===== src/verilog/dcache_defines.svh =====
`ifndef DCACHE_DEFINES_SVH
`define DCACHE_DEFINES_SVH

// Core byte address fields
`define DC_TAG_HI 18
`define DC_TAG_LO 11
`define DC_IDX_HI 10
`define DC_IDX_LO 2

`define DC_LINES 512

// Upper memory address bits, window starts at 0x4000_0000
`define DC_MEM_BASE 13'h0800

`endif

===== src/verilog/dcache_pkg.sv =====
`include "dcache_defines.svh"

package dcache_pkg;

  typedef logic [31:0]                       word_t;
  typedef logic [`DC_TAG_HI:0]               addr_t;
  typedef logic [`DC_TAG_HI-`DC_TAG_LO:0]    tag_t;
  typedef logic [`DC_IDX_HI-`DC_IDX_LO:0]    index_t;
  typedef logic [3:0]                        bmask_t;

  typedef enum logic [2:0] {
    IDLE, LOOKUP, WRITEBACK, REFILL, WRITE, DONE
  } ctrl_state_e;

  // One RAM word, tag above data
  typedef struct packed {
    tag_t  tag;
    word_t word;
  } line_entry_t;

  typedef struct packed {
    logic [31:0] addr;
    word_t       data;
    logic        we;
  } mem_req_t;

endpackage


===== src/verilog/dcache_state_bits.sv =====
`timescale 1ns/1ps
`include "dcache_defines.svh"

module dcache_state_bits (
  input  logic               clk_i,
  input  logic               rst_i,
  input  dcache_pkg::index_t idx_i,
  input  logic               upd_i,
  input  logic               upd_valid_i,
  input  logic               upd_dirty_i,
  output logic               valid_o,
  output logic               dirty_o
);

  logic [`DC_LINES-1:0] valid_q;
  logic [`DC_LINES-1:0] dirty_q;

  // Lookup of the current index, no delay
  assign valid_o = valid_q[idx_i];
  assign dirty_o = dirty_q[idx_i];

  always_ff @(posedge clk_i) begin
    if (rst_i) begin
      valid_q <= '0;
      dirty_q <= '0;
    end else if (upd_i) begin
      valid_q[idx_i] <= upd_valid_i;
      dirty_q[idx_i] <= upd_dirty_i;
    end
  end

  a_dirty_needs_valid: assert property (@(posedge clk_i) disable iff (rst_i)
    (dirty_q & ~valid_q) == '0);

endmodule


===== config.mk =====
export PLATFORM = sky130hd
export DESIGN_NAME = dcache_state_bits
export DESIGN_NICKNAME = d
export VERILOG_FILES = /design/src/verilog/dcache_pkg.sv /design/src/verilog/dcache_state_bits.sv
export VERILOG_INCLUDE_DIRS = /design/src /design/src/verilog
export SDC_FILE = /design/constraint.sdc
export NUM_CORES = 2
export LEC_CHECK = 0
export ABC_AREA = 1
export BUFFER_PORTS_ARGS = -buffer_cell sky130_fd_sc_hd__buf_2
export CORE_MARGIN = 5
export CORE_UTILIZATION = 40
export DETAILED_ROUTE_END_ITERATION = 16
export MAX_ROUTING_LAYER = met4
export PLACE_DENSITY = 0.52
export SLEW_MARGIN = 20
export SYNTH_ARGS = -nofsm -noshare
export SYNTH_HDL_FRONTEND = slang
export SYNTH_SLANG_ARGS = --single-unit

===== constraint.sdc =====
create_clock -name clk_i -period 3.1 [get_ports clk_i]
set_input_delay 0.775 -clock clk_i [delete_from_list [all_inputs] [get_ports clk_i]]
set_output_delay 0.775 -clock clk_i [all_outputs]
set_load 0.05 [all_outputs]

# [Word-level counts from Yosys, hierarchy flattened]
# Cells that the tools add are included.
[totals] out_inout_bits=2 input_bits=14 register_bits=1024
[classes] n_mux=8 reduce_logical=1 order_cmp=2
[ops] cell="$bwmux W512" n=2
[ops] cell="$bmux W1 S9" n=2
[ops] cell="$lt A9 B10 Y1 const B" n=1
[ops] cell="$demux W1 S9" n=1
[ops] cell="$ge A9 B1 Y1 const B" n=1
[ops] cell="$mux W1" n=3
[ops] cell="$logic_and A1 B1 Y1" n=1

# [Longest topological paths before layout]
[depth] ltp_word=5 depth_mapped=18 ltp_nobuf=15

# [Worst setup path before layout]
# Ideal clock, no wire load.
[synth_timing] kind="input port to output port" from="input port idx_i[0]" to="output port dirty_o" setup_slack_ps=-44 t_arrival_ps=2369 n_path_buf=3 required_ps=2325 stages=18 cell_sequence="buf_4 inv_2 buf_6 clkbuf_1 nand2_1 nand2_1 nand2_1 nand2_1 nand2_1 nand2_1 nor2_1 nor2_1 nor2_1 nand2_1 nand2_1 nand2_1 nor2_1 nand2_1"
[synth_via] elab_chain_cells=2
[synth_lines] element="start: declaration" line_no="dcache_state_bits.sv:7" source="input dcache_pkg::index_t idx_i,"
[synth_lines] element="$bmux W1 S9" line_no="dcache_state_bits.sv:20" source="assign dirty_o = dirty_q[idx_i];"
[synth_lines] element="$mux W1 (implied by the code)" line_no="dcache_state_bits.sv:20"
[synth_lines] element="end: declaration" line_no="dcache_state_bits.sv:12" source="output logic dirty_o"
# No other way between the ends. The select of a mux whose other input is x is not followed.

# [Final worst setup path]
[layout_timing] from="input port idx_i[0]" to="output port valid_o"
[layout_via] elab_chain_cells=2
[layout_lines] element="$bmux W1 S9" line_no="dcache_state_bits.sv:19" source="assign valid_o = valid_q[idx_i];"
[layout_lines] element="$mux W1 (implied by the code)" line_no="dcache_state_bits.sv:19"
[layout_lines] element="end: declaration" line_no="dcache_state_bits.sv:11" source="output logic valid_o,"
# No other way between the ends. The select of a mux whose other input is x is not followed.

==> metrics.csv <==
metric,value,unit
synth_common_cells,"2866 x nand2_1, 2263 x nor2_1, 1024 x dfxtp_1",
routed.top_layer,met4,
cellInternalPower,22.81,mW
fin_cells,10195,
seqPwrFrac,0.437,
cap_violations,0,
cp_max_fo,8,
setup.worst_path.start_class,input pin,
path_buf_inv,6,
cp_cell_sequence,buf_16 > inv_16 > buf_8 > buf_16 > buf_4 > nand2_1 > nand2_1 > nand2_1 > nand2_1 > nand2_1 > nand2_1 > nor2_4 > nor2_2 > nor2_1 > nand2_1 > nand2_2 > nand2_4 > nor2_4 > nand2_4 > buf_12,
yosysMostFrequentCell,nand2_1,
die-area,0.1328,mm2
slew_headroom,0.5932,
fin_skew,0,ps
netlist_area,0.05023,mm2
ys_async_sr_fraction,0,
p_sw_frac,0.2439,
die_w,364.4,um
io_pins,16,
comb_power_share,0.067,
drt_iter0_drc,4125,
drcViolationCount,0,
leakage,23.78,nW
dr_wl_met2,79.64,mm
clock-sinks,1024,
dp_hpwl,107.4,mm
clk_latency,730,ps
grt_pass1_vias,46698,
slowest_delay,220,ps
numCtsBuffers,121,
drtAntennaViolNets,0,
antenna_found_initial,5,
finalCritPeriodShare,1.193,
post_drt_via_cell_ratio,4.970,
drt-pass1-iter-count,6,
end_kind,output pin,
setup_ws,-599.0,ps
synth_edf_count,0,
wl_met3,10.16,mm
placed_cells,9920,
powerDensity,505.1,mW/mm2
start_util,0.4010,
num_vias,50674,
worstMarginPinSlew,610.3,ps
grt_remaining_overflow,0,
worstPathRequired,2320,ps
drt-met1-wl,83.19,mm
grt_use_total,0.2691,
finalHoldViolCount,0,
fin_util,0.4769,
rsz0062_at_grt,true,
seq_area_frac_synth,0.4082,
finalCriticalPeriod,3699,ps
area_growth,18.93,%
netlist.area_leader.share,0.4082,
cts_tree,yes,
core_area,0.1252,mm2
register_area,0.02050,mm2
setup_viol,2,
drive_above_1_share,0.09774,
die_h,364.4,um
r2r_slack,2400,ps
syn-num-nets,8453,
cts_max_path_buffers,3,
ys.flop_type,dfxtp_1,
cts_htree_levels,3,
clkTransAtPathRegs,50,ps
grt_first_pass_wirelength,272.7,mm
fillers,13108,
slowest_stage,nor2_4,
finalPower,30.17,mW
cpMostUsedCell,nand2_1,
min_path_type,reg -> reg,
yosysTopAreaCell,dfxtp_1,
finalMaxSlewViolations,0,
io_buffers,15,
avgSynthCellArea,5.952,um2
syn_inst,8439,
clkPwrFrac,0.497,
nets,8454,
ys_seq_elements,1024,
path_delay_family,simple AND/OR/NAND/NOR gates,
irDropWorstVdd,0.4206,mV
yosys-top-cells-area,"dfxtp_1 41%, nand2_1 21%, nor2_1 17%",
wl_per_cell,17.37,um
wl,177.1,mm
gp_congestion,0.8400,
criticalPathCategory,in -> out,
multi_input_area,0.02579,mm2
synthDistinctLibCells,19,
num_rows,130,
clock-root-buffer,clkbuf_16,
violations,negative setup slack,
status,"finished, violations left",
p_sw,7.359,mW
cp.arrival,2920,ps
ys_warn_count,0,
grt_max_degree,98,
fmax,270.3,MHz
[power groups by stage]
stage | logic, mW | clock network (mW) | registers [mW]
floorplan | 0.824 | 0 | 13.5
global placement | 1.76 | 0 | 13.5
detailed placement | 1.76 | 0 | 13.5
CTS | 2.00 | 15.3 | 13.2
global route | 2.10 | 15.8 | 13.2
finish | 2.01 | 15.0 | 13.2
[placed cells by master (no fill, tap or decap), drive strengths merged]
cell type and instances:
a21oi 232, buf 365, bufbuf 8, bufinv 13, clkbuf 177, clkinv 31, clkinvlp 5, dfxtp 1024
diode 2, inv 587, nand2 2867, nand3 94, nor2 2322, nor3 808, o21ai 10
[worst reg2reg max path, stage by stage (launching register included)]
cell and delay (ps):
dfxtp_1 350, nor2_1 50, nor3_1 210
[worst paths after layout]
kind,from,to,cells past startpoint
worst min-delay path,dirty_q[225]$_SDFFE_PP0P_,dirty_q[225]$_SDFFE_PP0P_,2
worst max-delay path,idx_i[0],valid_o,20
worst max register to register,dirty_q[502]$_SDFFE_PP0P_,dirty_q[502]$_SDFFE_PP0P_,2
worst min register to register,dirty_q[225]$_SDFFE_PP0P_,dirty_q[225]$_SDFFE_PP0P_,2
[final cells by class]
cell class / instances / share of cell area
multi-input combinational: 6333 / 0.4317
sequential: 1024 / 0.3432
timing repair buffer: 373 / 0.08242
clock buffer: 177 / 0.05997
inverter: 586 / 0.03762
tap: 1650 / 0.03456
clock inverter: 49 / 0.01012
timing repair inverter: 1 / 0.0003351
antenna: 2 / 0.00008378
[flip-flops by register name, indices dropped and copies added, names as in the netlist]
| name | cells |
|---|---|
| dirty_q | 512 |
| valid_q | 512 |
[through the flow]
stage	setup slack, ps	area [um2]	setup TNS (ps)	hold WS, ps
finish	-599.0	59730	-1155	457.8
floorplan	56.36	50230	0	439.1
detailed placement	-947.8	53980	-1813	451.2
global placement	-978.8	53980	-1853	447.1
CTS	-537.2	59670	-1070	429.8
global route	-673.1	59730	-1345	468.7
[metal layers]
layer  vias to the layer above  global-route usage
met5                         -                   -
met4                         0             0.06884
met3                       218             0.03314
met2                      1287              0.4283
met1                     23370              0.3650
li1                      25799                   -
[cells by family (layout without fill, tap and decap cells)]
logic type             after synthesis  after routing  synth area share
AND/OR/NAND/NOR                   6091           6091            0.4818
flip-flops                        1024           1024            0.4082
other                                0              2                 0
AO/OA/AOI/OAI                      242            242           0.02411
buffers and inverters             1082           1186           0.08597
[what timing repair did]
action                     in CTS  in global routing
cloned                         26                  0
setup buffers                  27                  1
hold buffers                    0                  0
gates resized for setup       172                 15
setup endpoints to repair       2                  2
pin swaps                      81                 14
Power figures use the tool's default switching activity.
