<file path="config.mk">
export PLATFORM = sky130hd
export DESIGN_NAME = dcache_ctrl
export DESIGN_NICKNAME = d
export VERILOG_FILES = /design/src/verilog/dcache_pkg.sv /design/src/verilog/dcache_ctrl.sv
export VERILOG_INCLUDE_DIRS = /design/src /design/src/verilog
export SDC_FILE = /design/constraint.sdc
export NUM_CORES = 1
export LEC_CHECK = 0
export BUFFER_PORTS_ARGS = -buffer_cell sky130_fd_sc_hd__clkbuf_2
export CAP_MARGIN = 20
export CELL_PAD_IN_SITES_DETAIL_PLACEMENT = 0
export CELL_PAD_IN_SITES_GLOBAL_PLACEMENT = 2
export CORE_MARGIN = 2
export CORE_UTILIZATION = 18
export CTS_BUF_LIST = sky130_fd_sc_hd__clkbuf_16
export DETAILED_ROUTE_END_ITERATION = 6
export HOLD_SLACK_MARGIN = 0.08
export PLACE_DENSITY_LB_ADDON = 0.08
export SYNTH_ARGS = -nofsm -noshare
export SYNTH_HDL_FRONTEND = slang
export SYNTH_SLANG_ARGS = --single-unit
</file>
<file path="constraint.sdc">
create_clock -name clk_i -period 12.2 [get_ports clk_i]
set_clock_uncertainty 0.15 [all_clocks]
set_input_delay 0.61 -clock clk_i [delete_from_list [all_inputs] [get_ports clk_i]]
set_output_delay 0.61 -clock clk_i [all_outputs]
set_load 0.02 [all_outputs]
</file>
<file path="src/verilog/dcache_defines.svh">
`ifndef DCACHE_DEFINES_SVH
`define DCACHE_DEFINES_SVH

// Core byte address fields
`define DC_TAG_HI 18
`define DC_TAG_LO 11
`define DC_IDX_HI 10
`define DC_IDX_LO 2

`define DC_LINES 512

// Upper memory address bits, window starts at 0x4000_0000
`define DC_MEM_BASE 13'h0800

`endif
</file>
<file path="src/verilog/dcache_pkg.sv">
`include "dcache_defines.svh"

package dcache_pkg;

  typedef logic [31:0]                       word_t;
  typedef logic [`DC_TAG_HI:0]               addr_t;
  typedef logic [`DC_TAG_HI-`DC_TAG_LO:0]    tag_t;
  typedef logic [`DC_IDX_HI-`DC_IDX_LO:0]    index_t;
  typedef logic [3:0]                        bmask_t;

  typedef enum logic [2:0] {
    IDLE, LOOKUP, WRITEBACK, REFILL, WRITE, DONE
  } ctrl_state_e;

  // One RAM word, tag above data
  typedef struct packed {
    tag_t  tag;
    word_t word;
  } line_entry_t;

  typedef struct packed {
    logic [31:0] addr;
    word_t       data;
    logic        we;
  } mem_req_t;

endpackage

</file>
<file path="src/verilog/dcache_ctrl.sv">
`timescale 1ns/1ps
`include "dcache_defines.svh"

module dcache_ctrl (
  input  logic                    clk_i,
  input  logic                    rst_i,
  input  logic                    req_i,
  input  logic                    we_i,
  input  dcache_pkg::addr_t       addr_i,
  input  dcache_pkg::word_t       wdata_i,
  input  dcache_pkg::bmask_t      wmask_i,
  input  dcache_pkg::line_entry_t rd_entry_i,
  input  logic                    line_valid_i,
  input  logic                    line_dirty_i,
  input  logic                    mem_done_i,
  input  dcache_pkg::word_t       mem_word_i,
  output logic                    stall_o,
  output dcache_pkg::word_t       rdata_o,
  output logic                    rd_en_o,
  output dcache_pkg::index_t      rd_idx_o,
  output logic                    wr_en_o,
  output dcache_pkg::index_t      wr_idx_o,
  output dcache_pkg::bmask_t      wr_mask_o,
  output dcache_pkg::line_entry_t wr_entry_o,
  output logic                    upd_o,
  output logic                    upd_valid_o,
  output logic                    upd_dirty_o,
  output logic                    mem_load_o,
  output dcache_pkg::mem_req_t    mem_req_o
);
  import dcache_pkg::*;

  ctrl_state_e state_q;
  ctrl_state_e state_d;
  logic        rd_pend_q;
  logic        hit;
  tag_t        req_tag;
  index_t      req_idx;
  bmask_t      core_mask;
  logic [31:0] wb_addr;
  logic [31:0] fill_addr;

  assign req_tag   = addr_i[`DC_TAG_HI:`DC_TAG_LO];
  assign req_idx   = addr_i[`DC_IDX_HI:`DC_IDX_LO];
  assign hit       = line_valid_i && (rd_entry_i.tag == req_tag);
  // Zero mask means a full word
  assign core_mask = (|wmask_i) ? wmask_i : 4'hf;
  assign wb_addr   = {`DC_MEM_BASE, rd_entry_i.tag, req_idx, 2'b00};
  assign fill_addr = {`DC_MEM_BASE, req_tag, req_idx, 2'b00};

  assign rd_idx_o = req_idx;
  assign wr_idx_o = req_idx;
  assign stall_o  = (state_q == IDLE) ? req_i : (state_q != DONE);

  always_comb begin
    state_d     = state_q;
    rd_en_o     = 1'b0;
    wr_en_o     = 1'b0;
    wr_mask_o   = 4'hf;
    wr_entry_o  = '{tag: req_tag, word: wdata_i};
    upd_o       = 1'b0;
    upd_valid_o = 1'b1;
    upd_dirty_o = 1'b0;
    mem_load_o  = 1'b0;
    mem_req_o   = '{addr: fill_addr, data: '0, we: 1'b0};
    case (state_q)
      IDLE: begin
        if (req_i) begin
          rd_en_o = 1'b1;
          state_d = LOOKUP;
        end
      end
      LOOKUP: begin
        // Back from a refill the RAM still has to be read
        if (!rd_pend_q) begin
          rd_en_o = 1'b1;
        end else if (hit) begin
          state_d = we_i ? WRITE : DONE;
        end else if (line_valid_i && line_dirty_i) begin
          mem_load_o = 1'b1;
          mem_req_o  = '{addr: wb_addr, data: rd_entry_i.word, we: 1'b1};
          state_d    = WRITEBACK;
        end else begin
          mem_load_o = 1'b1;
          state_d    = REFILL;
        end
      end
      WRITEBACK: begin
        if (mem_done_i) begin
          mem_load_o = 1'b1;
          state_d    = REFILL;
        end
      end
      REFILL: begin
        if (mem_done_i) begin
          wr_en_o         = 1'b1;
          wr_entry_o.word = mem_word_i;
          upd_o           = 1'b1;
          state_d         = we_i ? WRITE : LOOKUP;
        end
      end
      WRITE: begin
        wr_en_o     = 1'b1;
        wr_mask_o   = core_mask;
        upd_o       = 1'b1;
        upd_dirty_o = 1'b1;
        state_d     = DONE;
      end
      DONE: begin
        state_d = IDLE;
      end
      default: begin
        state_d = IDLE;
      end
    endcase
  end

  always_ff @(posedge clk_i) begin
    if (rst_i) begin
      state_q   <= IDLE;
      rd_pend_q <= 1'b0;
    end else begin
      state_q   <= state_d;
      rd_pend_q <= rd_en_o;
    end
  end

  always_ff @(posedge clk_i) begin
    if (state_q == LOOKUP && rd_pend_q && hit) begin
      rdata_o <= rd_entry_i.word;
    end
  end

  // Refilled line must hit on the lookup that follows
  a_refill_hits: assert property (@(posedge clk_i) disable iff (rst_i)
    (state_q == LOOKUP && rd_pend_q && $past(state_q, 2) == REFILL) |-> hit);

  // A written line reads back valid and dirty
  a_write_marks_dirty: assert property (@(posedge clk_i) disable iff (rst_i)
    (state_q == WRITE) |=> (line_valid_i && line_dirty_i));

endmodule

</file>
[After elaboration in Yosys (flattened, before gate mapping)]
Cells that the tools add are included.
Widths: inputs -> output; s select.
Storage, ports and cells
  input bits: 134
  logic and storage cells: 47
  register bits after elaboration: 36
Operators by class
  muxes and demuxes: 27
  reductions and logical operators: 7
  equal/unequal tests: 10
Operator list (number)
  $mux 52: 4
  $mux 32: 2
  $mux 3: 6
  $pmux 3 s5: 1
  $mux 1: 9
  $eq 8x8->1: 1
  $mux 4: 2
  $ne 2x2->1 const B: 4
  $eq 3x2->1 const B: 2
  $pmux 1 s2: 3
  $logic_and 1x1->1: 4
  $reduce_and 4->1: 1
  $reduce_or 4->1: 1
  $eq 3x1->1 const B: 1
  $eq 3x3->1 const B: 1
  $logic_not 3->1: 1
  $ne 3x3->1 const B: 1

[Longest topological paths before layout]
  depth after elaboration: 5
  depth in mapped cells: 6
  mapped depth without buffers: 4

[Worst setup path after synthesis]
No wires, ideal clock.
  path kind: input port to flip-flop
  from: input rd_entry_i[34] in the netlist's numbering
  to: register rdata_o[0] (enable)
  data arrival time: 4.466 ns
  required time: 11.548 ns
  slack: 7.082 ns
  cell stages on the path: 4
  cells stage by stage: xor2_1 -> or3_1 -> buf_6 -> nor4_1
Between the ends
  longest elaborated chain between the ends: 3
Ends and longest elaborated chain
  start: declaration: RTL line dcache_ctrl.sv:12  | input dcache_pkg::line_entry_t rd_entry_i,
  $eq 8x8->1: RTL line dcache_ctrl.sv:45  | assign hit = line_valid_i && (rd_entry_i.tag == req_tag);
  $logic_and 1x1->1: RTL line dcache_ctrl.sv:45
  $logic_and 1x1->1: RTL line dcache_ctrl.sv:129  | if (state_q == LOOKUP && rd_pend_q && hit) begin
  end signal: assignment: RTL line dcache_ctrl.sv:130  | rdata_o <= rd_entry_i.word;
  end: declaration: RTL line dcache_ctrl.sv:18  | output dcache_pkg::word_t rdata_o,
Every way passes these cells.
A chain may end at the register's enable or synchronous reset.

==> impl_results.md <==
- Status: finished clean
- Die ar.: 0.0161 mm^2
- Top Layer Used: met4
- Number of synthesized flops with an enable pin: 32
- Drt pass-1 iters: 4
- Ys Warns: 0
- GRT Util Overall: 11.8%
- Final WS setup: 8.71 ns
- Root Driver: clkbuf_16
- Cells after Synth: 259
- Starting Density: 18.5%
- Post-Synth Adder-Cell Area: 0%
- Synth Area in Compound Gates: 5.81%
- DRC Markers: 0
- CTS tree: yes
- Crit end category: output port
- Floorplan core area: 0.0146 mm^2
- Filler cells: 1609
- Area fraction of the dominant cell type after synthesis: 35.4%
- Buffers on Ports: 245
- Via count: 2685
- Setup crit start kind: flop
- Row count: 44
- Vias in the first global route: 2619
- Tightest Pin Transition: 0.841 ns
- Initial antenna violation count: 0
- Hold WS: 0.366 ns
- Chip Width: 127 um
- Distinct cells, synth: 44
- Largest family of logic cells by synthesized area: simple AND/OR/NAND/NOR gates
- Top cells by area, synth: edfxtp_1 (35%), buf_4 (14%), mux2_2 (14%)
- Clock-pin slew on the worst setup and hold paths: 0.06 ns
- Worst EP required: 11.44 ns
- CTS Buf Count: 5
- Antenna Nets Post-Route: 0
- ANT cells: 0
- Dpl ws: 8.93 ns
- Clk_lat worst skew: 0.28 ns
- Crit path DAT: 2.73 ns
- Final period utilization: 28.6%
- Clk buf depth: 2
- XOR/XNOR share of the synthesized area: 2.58%
- DP HPWL: 8180 um
- Buffer count from post-CTS setup fixing: 0
- Finished Core Util: 26.9%
- H-tree levels: 2
- Synth-to-layout area growth: 45.0%
- Metal3 WL: 1050 um
- Share of cells above drive strength 1: 63.9%
- Crit path kind: flop to output port
- Final Hold Fails: 0
- CTS resizes: 0
- Leakage dissipation: 1.89 nW
- Commonest cells in the synthesized netlist: buf_4 (52), mux2_2 (33), nor3b_1 (33)
- Yosys reg bits: 36
- Synthesized area per cell: 10.5 um^2
- Max-Slew Margin vs Limit: 43.9%
- Min Tclk post-route: 3.49 ns
- Vias/cell: 4.15
- Die Ht: 127 um
- Maximum capacitance violations: 0
- Placer Congestion: 0.708
- Critical Path Fanout Max: 41
- Largest net degree at the start of global routing: 42
- First-pass GRT wire length: 14700 um
- WL per Instance: 15.7 um
- Routed metal-1 wire length: 3670 um
- Count leader, synth: buf_4
- Cell taking the most area after synthesis: edfxtp_1
- Metal2 WL: 5280 um
- RSZ-0062 raised after global routing: false
- Proportion of synthesized area in mux cells: 14.4%
- Ys flop type: edfxtp_1
- Final setup viols: 0
- Final Max Tran Viols: 0
- Seq/Total Area, Yosys: 38.4%
- Total congestion overflow: 0
- Maximum vdd drop: 0.0509 mV
- Nets: 596
- Drt initial violations: 87
- PwrDens: 98.3 mW/mm^2
- Setup TNS: 0 ns
- Routed WL: 10100 um
- Synth Area in Simple Gates: 21.2%
- I/O pin count: 300
- Ys async rst share: 0%
- # hold bufs at CTS: 0
- Clk sink count: 36
- Type of the most critical hold path: primary input to flop
- Max Fclk: 287 MHz
- Post-Syn Area: 0.00271 mm^2
final cells by class:
type,instances,area (um^2),area share [%]
multi-input combinational,168,1260,32.0
clock buffer,5,125,3.18
clock inverter,3,18.8,0.477
inverter,3,11.3,0.286
tap,184,230,5.85
sequential,36,1040,26.4
timing repair buffer,248,1250,31.7
layout by cell type (no fill, tap or decap), drive strengths merged, types with 6 or more instances in the layout:
| cell type | n |
|---|---|
| nor2 | 6 |
| conb | 16 |
| nand2 | 16 |
| mux2 | 33 |
| edfxtp | 32 |
| clkbuf | 250 |
| nor3b | 33 |
kinds of logic (layout without fill, tap and decap cells):
group           after synthesis  after routing
xor+xnor                      8              8
buf+inv                      69            259
compound gates               19             19
mux                          35             35
simple gates                 90             90
other cells                   2             16
flops                        36             36
worst paths after layout:
path             startpoint             to  slack, ns  depth (start not counted)
max              state_q[0]  mem_req_o[50]       8.71                          5
min          rd_entry_i[30]    rdata_o[30]       0.37                          1
max reg2reg      state_q[0]    rdata_o[16]      10.02                          3
min reg2reg       rd_pend_q      rd_pend_q       0.53                          3
worst max-delay path: stages, from the launching register on:
cell	delay (ns)
dfxtp_1	0.63
nand4bb_1	0.37
or2_2	0.71
and2_1	0.30
a311o_1	0.28
clkbuf_2	0.16
stage by stage:
| step | power [mW] | instances | instance area (um^2) |
|---|---|---|---|
| 2_1_floorplan | 0.236 | 273 | 2770 |
| 3_3_place_gp | 0.268 | 639 | 3790 |
| 3_5_place_dp | 0.268 | 639 | 3790 |
| 4_1_cts | 0.396 | 647 | 3940 |
| 5_1_grt | 0.411 | 647 | 3940 |
| 6_report | 0.387 | 647 | 3940 |
power breakdown:
part	internal, mW	switching (mW)	leakage [nW]
clock network	0.0752	0.0489	0.0736
logic	0.0498	0.0669	1.50
registers	0.137	0.00929	0.320
total	0.262	0.125	1.89
per-layer routing:
layer / track usage (%) / up-vias
met3: 4.13 / 6
li1: - / 1290
met1: 12.7 / 1208
met2: 21.7 / 181
met5: 0 / -
met4: 3.68 / 0
flip-flops by register name, indices dropped and copies added, names as in the netlist:
name       count
state_q        3
rd_pend_q      1
rdata_o       32
No activity file was read; power rests on OpenSTA's default activity.
