--- src/verilog/dcache_defines.svh ---
`ifndef DCACHE_DEFINES_SVH
`define DCACHE_DEFINES_SVH

// Core byte address fields
`define DC_TAG_HI 18
`define DC_TAG_LO 11
`define DC_IDX_HI 10
`define DC_IDX_LO 2

`define DC_LINES 512

// Upper memory address bits, window starts at 0x4000_0000
`define DC_MEM_BASE 13'h0800

`endif
--- src/verilog/dcache_pkg.sv ---
`include "dcache_defines.svh"

package dcache_pkg;

  typedef logic [31:0]                       word_t;
  typedef logic [`DC_TAG_HI:0]               addr_t;
  typedef logic [`DC_TAG_HI-`DC_TAG_LO:0]    tag_t;
  typedef logic [`DC_IDX_HI-`DC_IDX_LO:0]    index_t;
  typedef logic [3:0]                        bmask_t;

  typedef enum logic [2:0] {
    IDLE, LOOKUP, WRITEBACK, REFILL, WRITE, DONE
  } ctrl_state_e;

  // One RAM word, tag above data
  typedef struct packed {
    tag_t  tag;
    word_t word;
  } line_entry_t;

  typedef struct packed {
    logic [31:0] addr;
    word_t       data;
    logic        we;
  } mem_req_t;

endpackage

--- src/verilog/dcache_mem_port.sv ---
`timescale 1ns/1ps

module dcache_mem_port (
  input  logic                 clk_i,
  input  logic                 rst_i,
  input  logic                 load_i,
  input  dcache_pkg::mem_req_t req_i,
  input  dcache_pkg::word_t    mem_rdata_i,
  input  logic                 mem_ready_i,
  output logic                 mem_valid_o,
  output logic [31:0]          mem_addr_o,
  output dcache_pkg::word_t    mem_wdata_o,
  output dcache_pkg::bmask_t   mem_we_o,
  output logic                 done_o,
  output dcache_pkg::word_t    word_o
);

  logic accept;

  assign accept = mem_valid_o && mem_ready_i;

  always_ff @(posedge clk_i) begin
    if (rst_i) begin
      mem_valid_o <= 1'b0;
      done_o      <= 1'b0;
    end else begin
      // Done follows the ready cycle, valid is already low then
      done_o <= accept;
      if (load_i) begin
        mem_valid_o <= 1'b1;
      end else if (accept) begin
        mem_valid_o <= 1'b0;
      end
    end
  end

  always_ff @(posedge clk_i) begin
    if (load_i) begin
      mem_addr_o  <= req_i.addr;
      mem_wdata_o <= req_i.data;
      mem_we_o    <= {4{req_i.we}};
    end
    if (accept) begin
      word_o <= mem_rdata_i;
    end
  end

  a_load_when_idle: assert property (@(posedge clk_i) disable iff (rst_i)
    load_i |-> !mem_valid_o);

endmodule

--- config.mk ---
export PLATFORM = sky130hd
export DESIGN_NAME = dcache_mem_port
export DESIGN_NICKNAME = d
export VERILOG_FILES = /design/src/verilog/dcache_pkg.sv /design/src/verilog/dcache_mem_port.sv
export VERILOG_INCLUDE_DIRS = /design/src /design/src/verilog
export SDC_FILE = /design/constraint.sdc
export NUM_CORES = 1
export LEC_CHECK = 0
export BUFFER_PORTS_ARGS = -buffer_cell sky130_fd_sc_hd__buf_2
export CAP_MARGIN = 20
export CORE_MARGIN = 5
export CORE_UTILIZATION = 44
export DETAILED_ROUTE_END_ITERATION = 8
export PLACE_DENSITY_LB_ADDON = 0.1
export SKIP_LAST_GASP = 1
export SLEW_MARGIN = 20
export SYNTH_ARGS = -nofsm -noshare
export SYNTH_HDL_FRONTEND = slang
export SYNTH_SLANG_ARGS = --single-unit
--- constraint.sdc ---
create_clock -name clk_i -period 2.7 [get_ports clk_i]
set_input_delay 0.27 -clock clk_i [delete_from_list [all_inputs] [get_ports clk_i]]
set_output_delay 0.27 -clock clk_i [all_outputs]
set_load 0.02 [all_outputs]
# Word level (Yosys, flattened, before mapping)
# Index checks and enable logic that the tools add are counted.
[classes]
n_mux = 2
reduce_logical = 2
[op_table]
columns = ["op", "count"]
rows = [
  ["$mux 1", 2],
  ["$reduce_bool 2->1", 1],
  ["$logic_and 1x1->1", 1],
]
[totals]
reg_bits = 99
inputBits = 101
output_inout_bits = 102

# Depth between registers and ports, before layout
# Gate-level depths: netlist of run 1.
[depth]
word_depth = 3
depth_mapped = 2
ltp_nobuf = 2

# Least setup slack after synthesis of run 1
# Ideal clock, no wire load.
[synth_timing]
path_type = "register to register"
start = "register mem_valid_o"
end = "register word_o[0] (enable)"
setup_time_ns = 0.341
t_arrival_ns = 0.832
t_required_ns = 2.359
path_slack_ns = 1.527
path_stages_with_launch = 2
n_path_buf = 0
period_less_slack_ns = 1.173
path_cell_list = "dfxtp_1 and2_4"
[synth_via]
elab_chain_len = 1
[synth_lines]
columns = ["item", "line_no", "rtl"]
rows = [
  ["start, declared", "dcache_mem_port.sv:10", "output logic mem_valid_o,"],
  ["start signal, assigned", "dcache_mem_port.sv:24", "mem_valid_o <= 1'b0;"],
  ["start signal, assigned", "dcache_mem_port.sv:30", "mem_valid_o <= 1'b1;"],
  ["start signal, assigned", "dcache_mem_port.sv:32", "mem_valid_o <= 1'b0;"],
  ["$logic_and 1x1->1", "dcache_mem_port.sv:20", "assign accept = mem_valid_o && mem_ready_i;"],
  ["named net accept", "dcache_mem_port.sv:18", "logic accept;"],
  ["end signal, assigned", "dcache_mem_port.sv:44", "word_o <= mem_rdata_i;"],
  ["end, declared", "dcache_mem_port.sv:15", "output dcache_pkg::word_t word_o"],
]
# The timed path passes the listed nets, and every way through them passes these cells.
# A chain may end at the register's enable or synchronous reset.

# Worst setup path in the final report of run 1
[layout_timing]
start = "register, netlist name mem_we_o[0]"
end = "output port mem_we_o[1]"
[layout_rtl]
columns = ["item", "line_no", "rtl"]
rows = [
  ["end, declared", "dcache_mem_port.sv:13", "output dcache_pkg::bmask_t mem_we_o,"],
]
# No word-level cell between the ends.

==> flow_summary.yaml, run 1 <==
run_status:
  status: "finished clean"
placed_design:
  numPortBuffers: 202
  place_ws_ns: 1.30
  gp_congestion: 0.702
  place_inst: 387
final_layout:
  nets: 419
  fill_cells: 508
  antennaDiodeCount: 0
  instances_no_fill: 402
  drive_gt1_share_pct: 68.0
  area_growth_pct: 43.2
timing:
  slew_violations: 0
  finalSetupViolations: 0
  max_freq_ghz: 0.831
  slew_headroom_pct: 46.2
  fin_skew_ns: 0.00402
  period_needed_ns: 1.20
  finalHoldViolations: 0
  worst_slack_ns: 1.50
  hold_slack_ns: 0.0934
  rsz0062_at_grt: "no"
  layout_worst_path_cycle_share_pct: 44.6
  setup_tns_ns: 0
  worstMarginPinSlew_ns: 0.807
grt:
  grt_usage_pct: 15.3
  grt_use_met2_pct: 25.3
  grt_pass1_vias: 1843
  antenna_found_initial: 0
  grt_busiest_layer: "met2"
  grt_max_degree: 67
  grt_pass1_wl_um: 9570
  grt-ovfl-total: 0
  use_met3_pct: 8.04
  use_met1_pct: 15.6
critical_path:
  cp_num_buf_inv: 1
  start_kind: "flop"
  critPathKind: "reg -> out"
  required_ns: 2.43
  path_cells: "buf_2"
  arrival_ns: 0.93
  worst-path-max-fanout: 4
  end_kind: "output port"
  crit_family: "flip-flops"
  critical-path-max-stage-delay_ns: 0.41
  crit_slowest_cell: "edfxtp_1"
logic_synthesis:
  ys_warn_count: 0
  synth_cells: 107
  syn_area_per_cell_um2: 28.2
  synth-main-ff-cell: "edfxtp_1"
  synth_top_family_by_area: "simple AND/OR/NAND/NOR gates"
  synth_compound_area_share_pct: 0.290
  synthTopCellsByArea: "edfxtp_1 (97%), dfxtp_1 (1.3%), buf_4 (0.75%)"
  synth-edff-count: 97
  syn_area_um2: 3020
  synth_seq_cells: 99
  async_flop_share_pct: 0
  synth-xor-area-share_pct: 0
  synth_fa_ha_area_share_pct: 0
  post-synth-top-count-cell: "edfxtp_1"
  synth_common_cells: "edfxtp_1 (97), buf_4 (3), dfxtp_1 (2)"
  ys_seq_area_share_pct: 97.9
  yosys-mux-area-fraction_pct: 0
  synth_simple_gate_area_share_pct: 0.954
  synthesis.nets: 208
  synth_top_cell_area_share_pct: 96.6
  yosys.area.top_type: "edfxtp_1"
  yosys.cell_types.count: 8
power:
  vdd_ir_drop_max_v: 0.000399
  pwr-share-clk_pct: 31.4
  p_switching_mw: 0.695
  comb_power_share_pct: 10.4
  internal_power_mw: 2.43
  p_per_area_nw_per_um2: 722
  seqPwrFrac_pct: 58.2
  p_total_mw: 3.12
  p_leak_nw: 1.86
  p_sw_share_pct: 22.3
route:
  dr.pass1.iters: 4
  vias: 1770
  remaining_drc_errors: 0
  vias_per_cell: 4.40
  wire_per_inst_um: 16.5
  wirelength_um: 6630
  drt_iter0_markers: 61
  drt.antenna.violating_nets: 0
cts:
  cts_root_buf: "clkbuf_8"
  cts_tree: "yes"
  cts_setup_buffers: 0
  cts_buffer_depth: 2
  cts_buffers: 9
  hold_buffers: 0
  htree_levels: 3
  clk_pin_slew_ns: 0.09
  ctsResizeCount: 0
  cts.sinks: 99
  clock_latency_ns: 0.34
run:
  max_cap_viol_count: 0
die:
  io_pins: 203
  coreArea_um2: 6720
  num_rows: 30
  dieArea_um2: 8610
  die_w_um: 92.8
  start_util_pct: 44.9
  die_y_um: 92.8
min_path:
  hold_path.class: "in -> reg"
kinds of logic after synthesis:
kind of cell	Yosys count
flops	99
buf+inv	4
simple gates	3
compound gates	1
placed cells by master, fill, tap and decap left out:
| master | n |
|---|---|
| clkinv_1 | 1 |
| nor2b_4 | 1 |
| clkinvlp_4 | 2 |
| buf_4 | 1 |
| buf_2 | 202 |
| and2_4 | 1 |
| nand2b_1 | 1 |
| a21oi_2 | 1 |
| inv_1 | 1 |
| dfxtp_1 | 2 |
| clkbuf_8 | 9 |
| clkbuf_1 | 1 |
| bufinv_16 | 2 |
| edfxtp_1 | 97 |
worst paths after layout:
path | from | endpoint | slack (ns) | depth (start not counted)
max | mem_we_o[0] | mem_we_o[1] | 1.50 | 1
min | mem_rdata_i[26] | word_o[26] | 0.09 | 1
max reg2reg | mem_valid_o | word_o[7] | 1.58 | 1
min reg2reg | mem_valid_o | mem_valid_o | 0.50 | 2
flip-flops by register name (all words and copies together) (netlist names):
signal,cells
word_o,32
mem_valid_o,1
done_o,1
mem_addr_o,32
mem_wdata_o,32
mem_we_o,1
metal layers:
layer | vias to the layer above | routed length [µm]
li1 | 840 | -
met1 | 804 | 2200
met2 | 115 | 3390
met3 | 11 | 935
met4 | 0 | 109
met5 | - | 0
cell type report:
class	instances	area, µm²	share of cell area, %
timing repair buffer	203	1020	23.6
sequential	99	2950	68.4
multi-input combinational	4	37.5	0.869
clock inverter	5	78.8	1.83
inverter	1	3.75	0.0869
tap	80	100	2.32
clock buffer	10	128	2.95
power by group through the flow:
stage	combinational, mW	sequential (mW)	clock [mW]
after floorplan	0.0190	1.98	0
after global placement	0.329	1.85	0
after detailed placement	0.331	1.85	0
after CTS	0.331	1.82	1.01
after global routing	0.348	1.83	1.08
final	0.326	1.82	0.979
through the flow:
stage	util [%]	instance area, µm²
5_1_grt	64.3	4320
2_1_floorplan	-	3020
3_3_place_gp	61.2	4110
3_5_place_dp	61.2	4110
6_report	64.3	4320
4_1_cts	64.3	4320
(Power assumes the default switching activity.)
==> run 2: changes to the inputs <==
--- a/config.mk
+++ b/config.mk
@@ -6,10 +6,11 @@
 export SDC_FILE = /design/constraint.sdc
 export NUM_CORES = 1
 export LEC_CHECK = 0
+export ABC_AREA = 1
 export BUFFER_PORTS_ARGS = -buffer_cell sky130_fd_sc_hd__buf_2
 export CAP_MARGIN = 20
 export CORE_MARGIN = 5
-export CORE_UTILIZATION = 44
+export CORE_UTILIZATION = 41
 export DETAILED_ROUTE_END_ITERATION = 8
 export PLACE_DENSITY_LB_ADDON = 0.1
 export SKIP_LAST_GASP = 1
==> constraint.sdc (replaced) <==
create_clock -name clk_i -period 1.21 [get_ports clk_i]
set_input_delay 0.121 -clock clk_i [delete_from_list [all_inputs] [get_ports clk_i]]
set_output_delay 0.121 -clock clk_i [all_outputs]
set_load 0.02 [all_outputs]
==> flow_summary.yaml, run 2 <==
run_status:
  status: "finished clean"
route:
  drt.antenna.violating_nets: 0
  remaining_drc_errors: 0
  dr.pass1.iters: 5
  wire_per_inst_um: 15.6
  vias_per_cell: 4.22
  wirelength_um: 8210
  vias: 2225
  drt_iter0_markers: 48
logic_synthesis:
  yosys.cell_types.count: 7
  synth-edff-count: 97
  synth-main-ff-cell: "edfxtp_1"
  synth_cells: 109
  synthTopCellsByArea: "edfxtp_1 (97%), dfxtp_1 (1.3%), buf_4 (0.75%)"
  ys_seq_area_share_pct: 98.2
  synth_seq_cells: 99
  post-synth-top-count-cell: "edfxtp_1"
  synth_common_cells: "edfxtp_1 (97), buf_4 (3), inv_1 (3)"
  synth_top_cell_area_share_pct: 96.9
  async_flop_share_pct: 0
  synthesis.nets: 210
  yosys.area.top_type: "edfxtp_1"
  ys_warn_count: 0
  syn_area_per_cell_um2: 27.6
  syn_area_um2: 3010
final_layout:
  regArea_um2: 2960
  final_common_cell: "buf_2"
  final_cell_mix: "buf_2 (202), dlygate4sd3_1 (98), edfxtp_1 (97)"
  largestRegisters: "mem_addr_o x32, mem_wdata_o x32, word_o x32"
  fill_cells: 475
  nets: 523
  drive_gt1_share_pct: 52.9
  multi_input_area_um2: 27.5
  area_growth_pct: 79.1
critical_path:
  crit_family: "flip-flops"
  worst-path-max-fanout: 4
  cp_num_buf_inv: 1
  start_kind: "flop"
  required_ns: 1.09
  crit_slowest_cell: "edfxtp_1"
  critical-path-max-stage-delay_ns: 0.41
  arrival_ns: 0.94
  end_kind: "output port"
  critPathKind: "reg -> out"
  path_cells: "buf_2"
power:
  vdd_ir_drop_max_v: 0.000874
  p_per_area_nw_per_um2: 1320
  p_total_mw: 7.11
  p_leak_nw: 2.31
timing:
  finalSetupViolations: 0
  slew_headroom_pct: 79.2
  worst_slack_ns: 0.152
  layout_worst_path_cycle_share_pct: 87.5
  period_needed_ns: 1.06
  slew_violations: 0
  finalHoldViolations: 0
  fin_skew_ns: 0.00844
  worstMarginPinSlew_ns: 0.311
  rsz0062_at_grt: "no"
  max_freq_ghz: 0.945
die:
  io_pins: 203
  die_w_um: 95.6
  die_y_um: 95.6
  coreArea_um2: 7210
  dieArea_um2: 9150
  num_rows: 31
  start_util_pct: 41.7
grt:
  antenna_found_initial: 0
  grt_usage_pct: 17.9
  grt_pass1_wl_um: 11900
  grt-ovfl-total: 0
  grt_pass1_vias: 2469
  grt_max_degree: 33
min_path:
  hold_path.class: "in -> reg"
cts:
  cts.sinks: 99
  ctsResizeCount: 0
  clock_latency_ns: 0.35
  cts_buffer_depth: 2
  clk_pin_slew_ns: 0.09
  cts_root_buf: "clkbuf_8"
  cts_buffers: 9
  cts_tree: "yes"
  htree_levels: 3
placed_design:
  place_ws_ns: 0.222
  dpl.hpwl_um: 5460
  numPortBuffers: 202
  gp_congestion: 0.693
run:
  max_cap_viol_count: 0
[run 2: where the power goes]
| group | internal [mW] | total [mW] | switching [mW] |
|---|---|---|---|
| Combinational | 0.486 | 1.02 | 0.532 |
| Sequential | 4.00 | 4.06 | 0.0532 |
| Clock | 0.949 | 2.04 | 1.09 |
[run 2: worst paths after layout]
| kind | start | end | slack, ns | cells after the start |
|---|---|---|---|---|
| worst min register to register | mem_valid_o | done_o | 0.51 | 2 |
| worst max register to register | mem_valid_o | word_o[18] | 0.21 | 3 |
| worst min-delay path | mem_ready_i | done_o | 0.03 | 3 |
| worst max-delay path | mem_we_o[0] | mem_we_o[3] | 0.15 | 1 |
[run 2: repair_timing]
item,4_1_cts,5_1_grt
hold buffers,98,0
endpoints found under the hold margin,99,0
setup buffers,0,0
[run 2: kinds of logic after synthesis]
kind of cell	count (synthesis)	synth area share, %
DFF	99	98.2
buffers and inverters	6	1.12
and+or+nand+nor	3	0.375
AOI/OAI and AO/OA	1	0.291
[run 2: area by class of cell]
class / instances / area share [%]
antenna: 1 / 0.0465
clock buffer: 9 / 2.30
clock inverter: 7 / 1.28
inverter: 3 / 0.279
multi-input combinational: 4 / 0.511
sequential: 99 / 54.9
tap: 99 / 2.30
timing repair buffer: 305 / 38.4
[run 2: tightest hold or removal path: stages]
cell and delay (ns):
buf_2 0.12, nand2_4 0.06, nor2_1 0.04
[run 2: metal layers]
metal,vias to the layer above,track usage (%),wire length (µm)
met3,17,5.60,738
met4,0,9.12,213
met5,-,0,0
met1,1047,18.3,2760
li1,1055,-,-
met2,106,32.5,4500
[run 2: stage by stage]
step,cells,instance area (µm²),utilization (%),hold slack (ns),setup TNS [ns]
finish,527,5390,74.6,0.0342,0
floorplan,109,3020,-,0.174,-1.28
global placement,412,4210,58.3,0.293,0
global route,526,5380,74.6,0.0302,0
CTS,526,5380,74.6,0.0145,0
detailed placement,412,4210,58.3,0.295,0
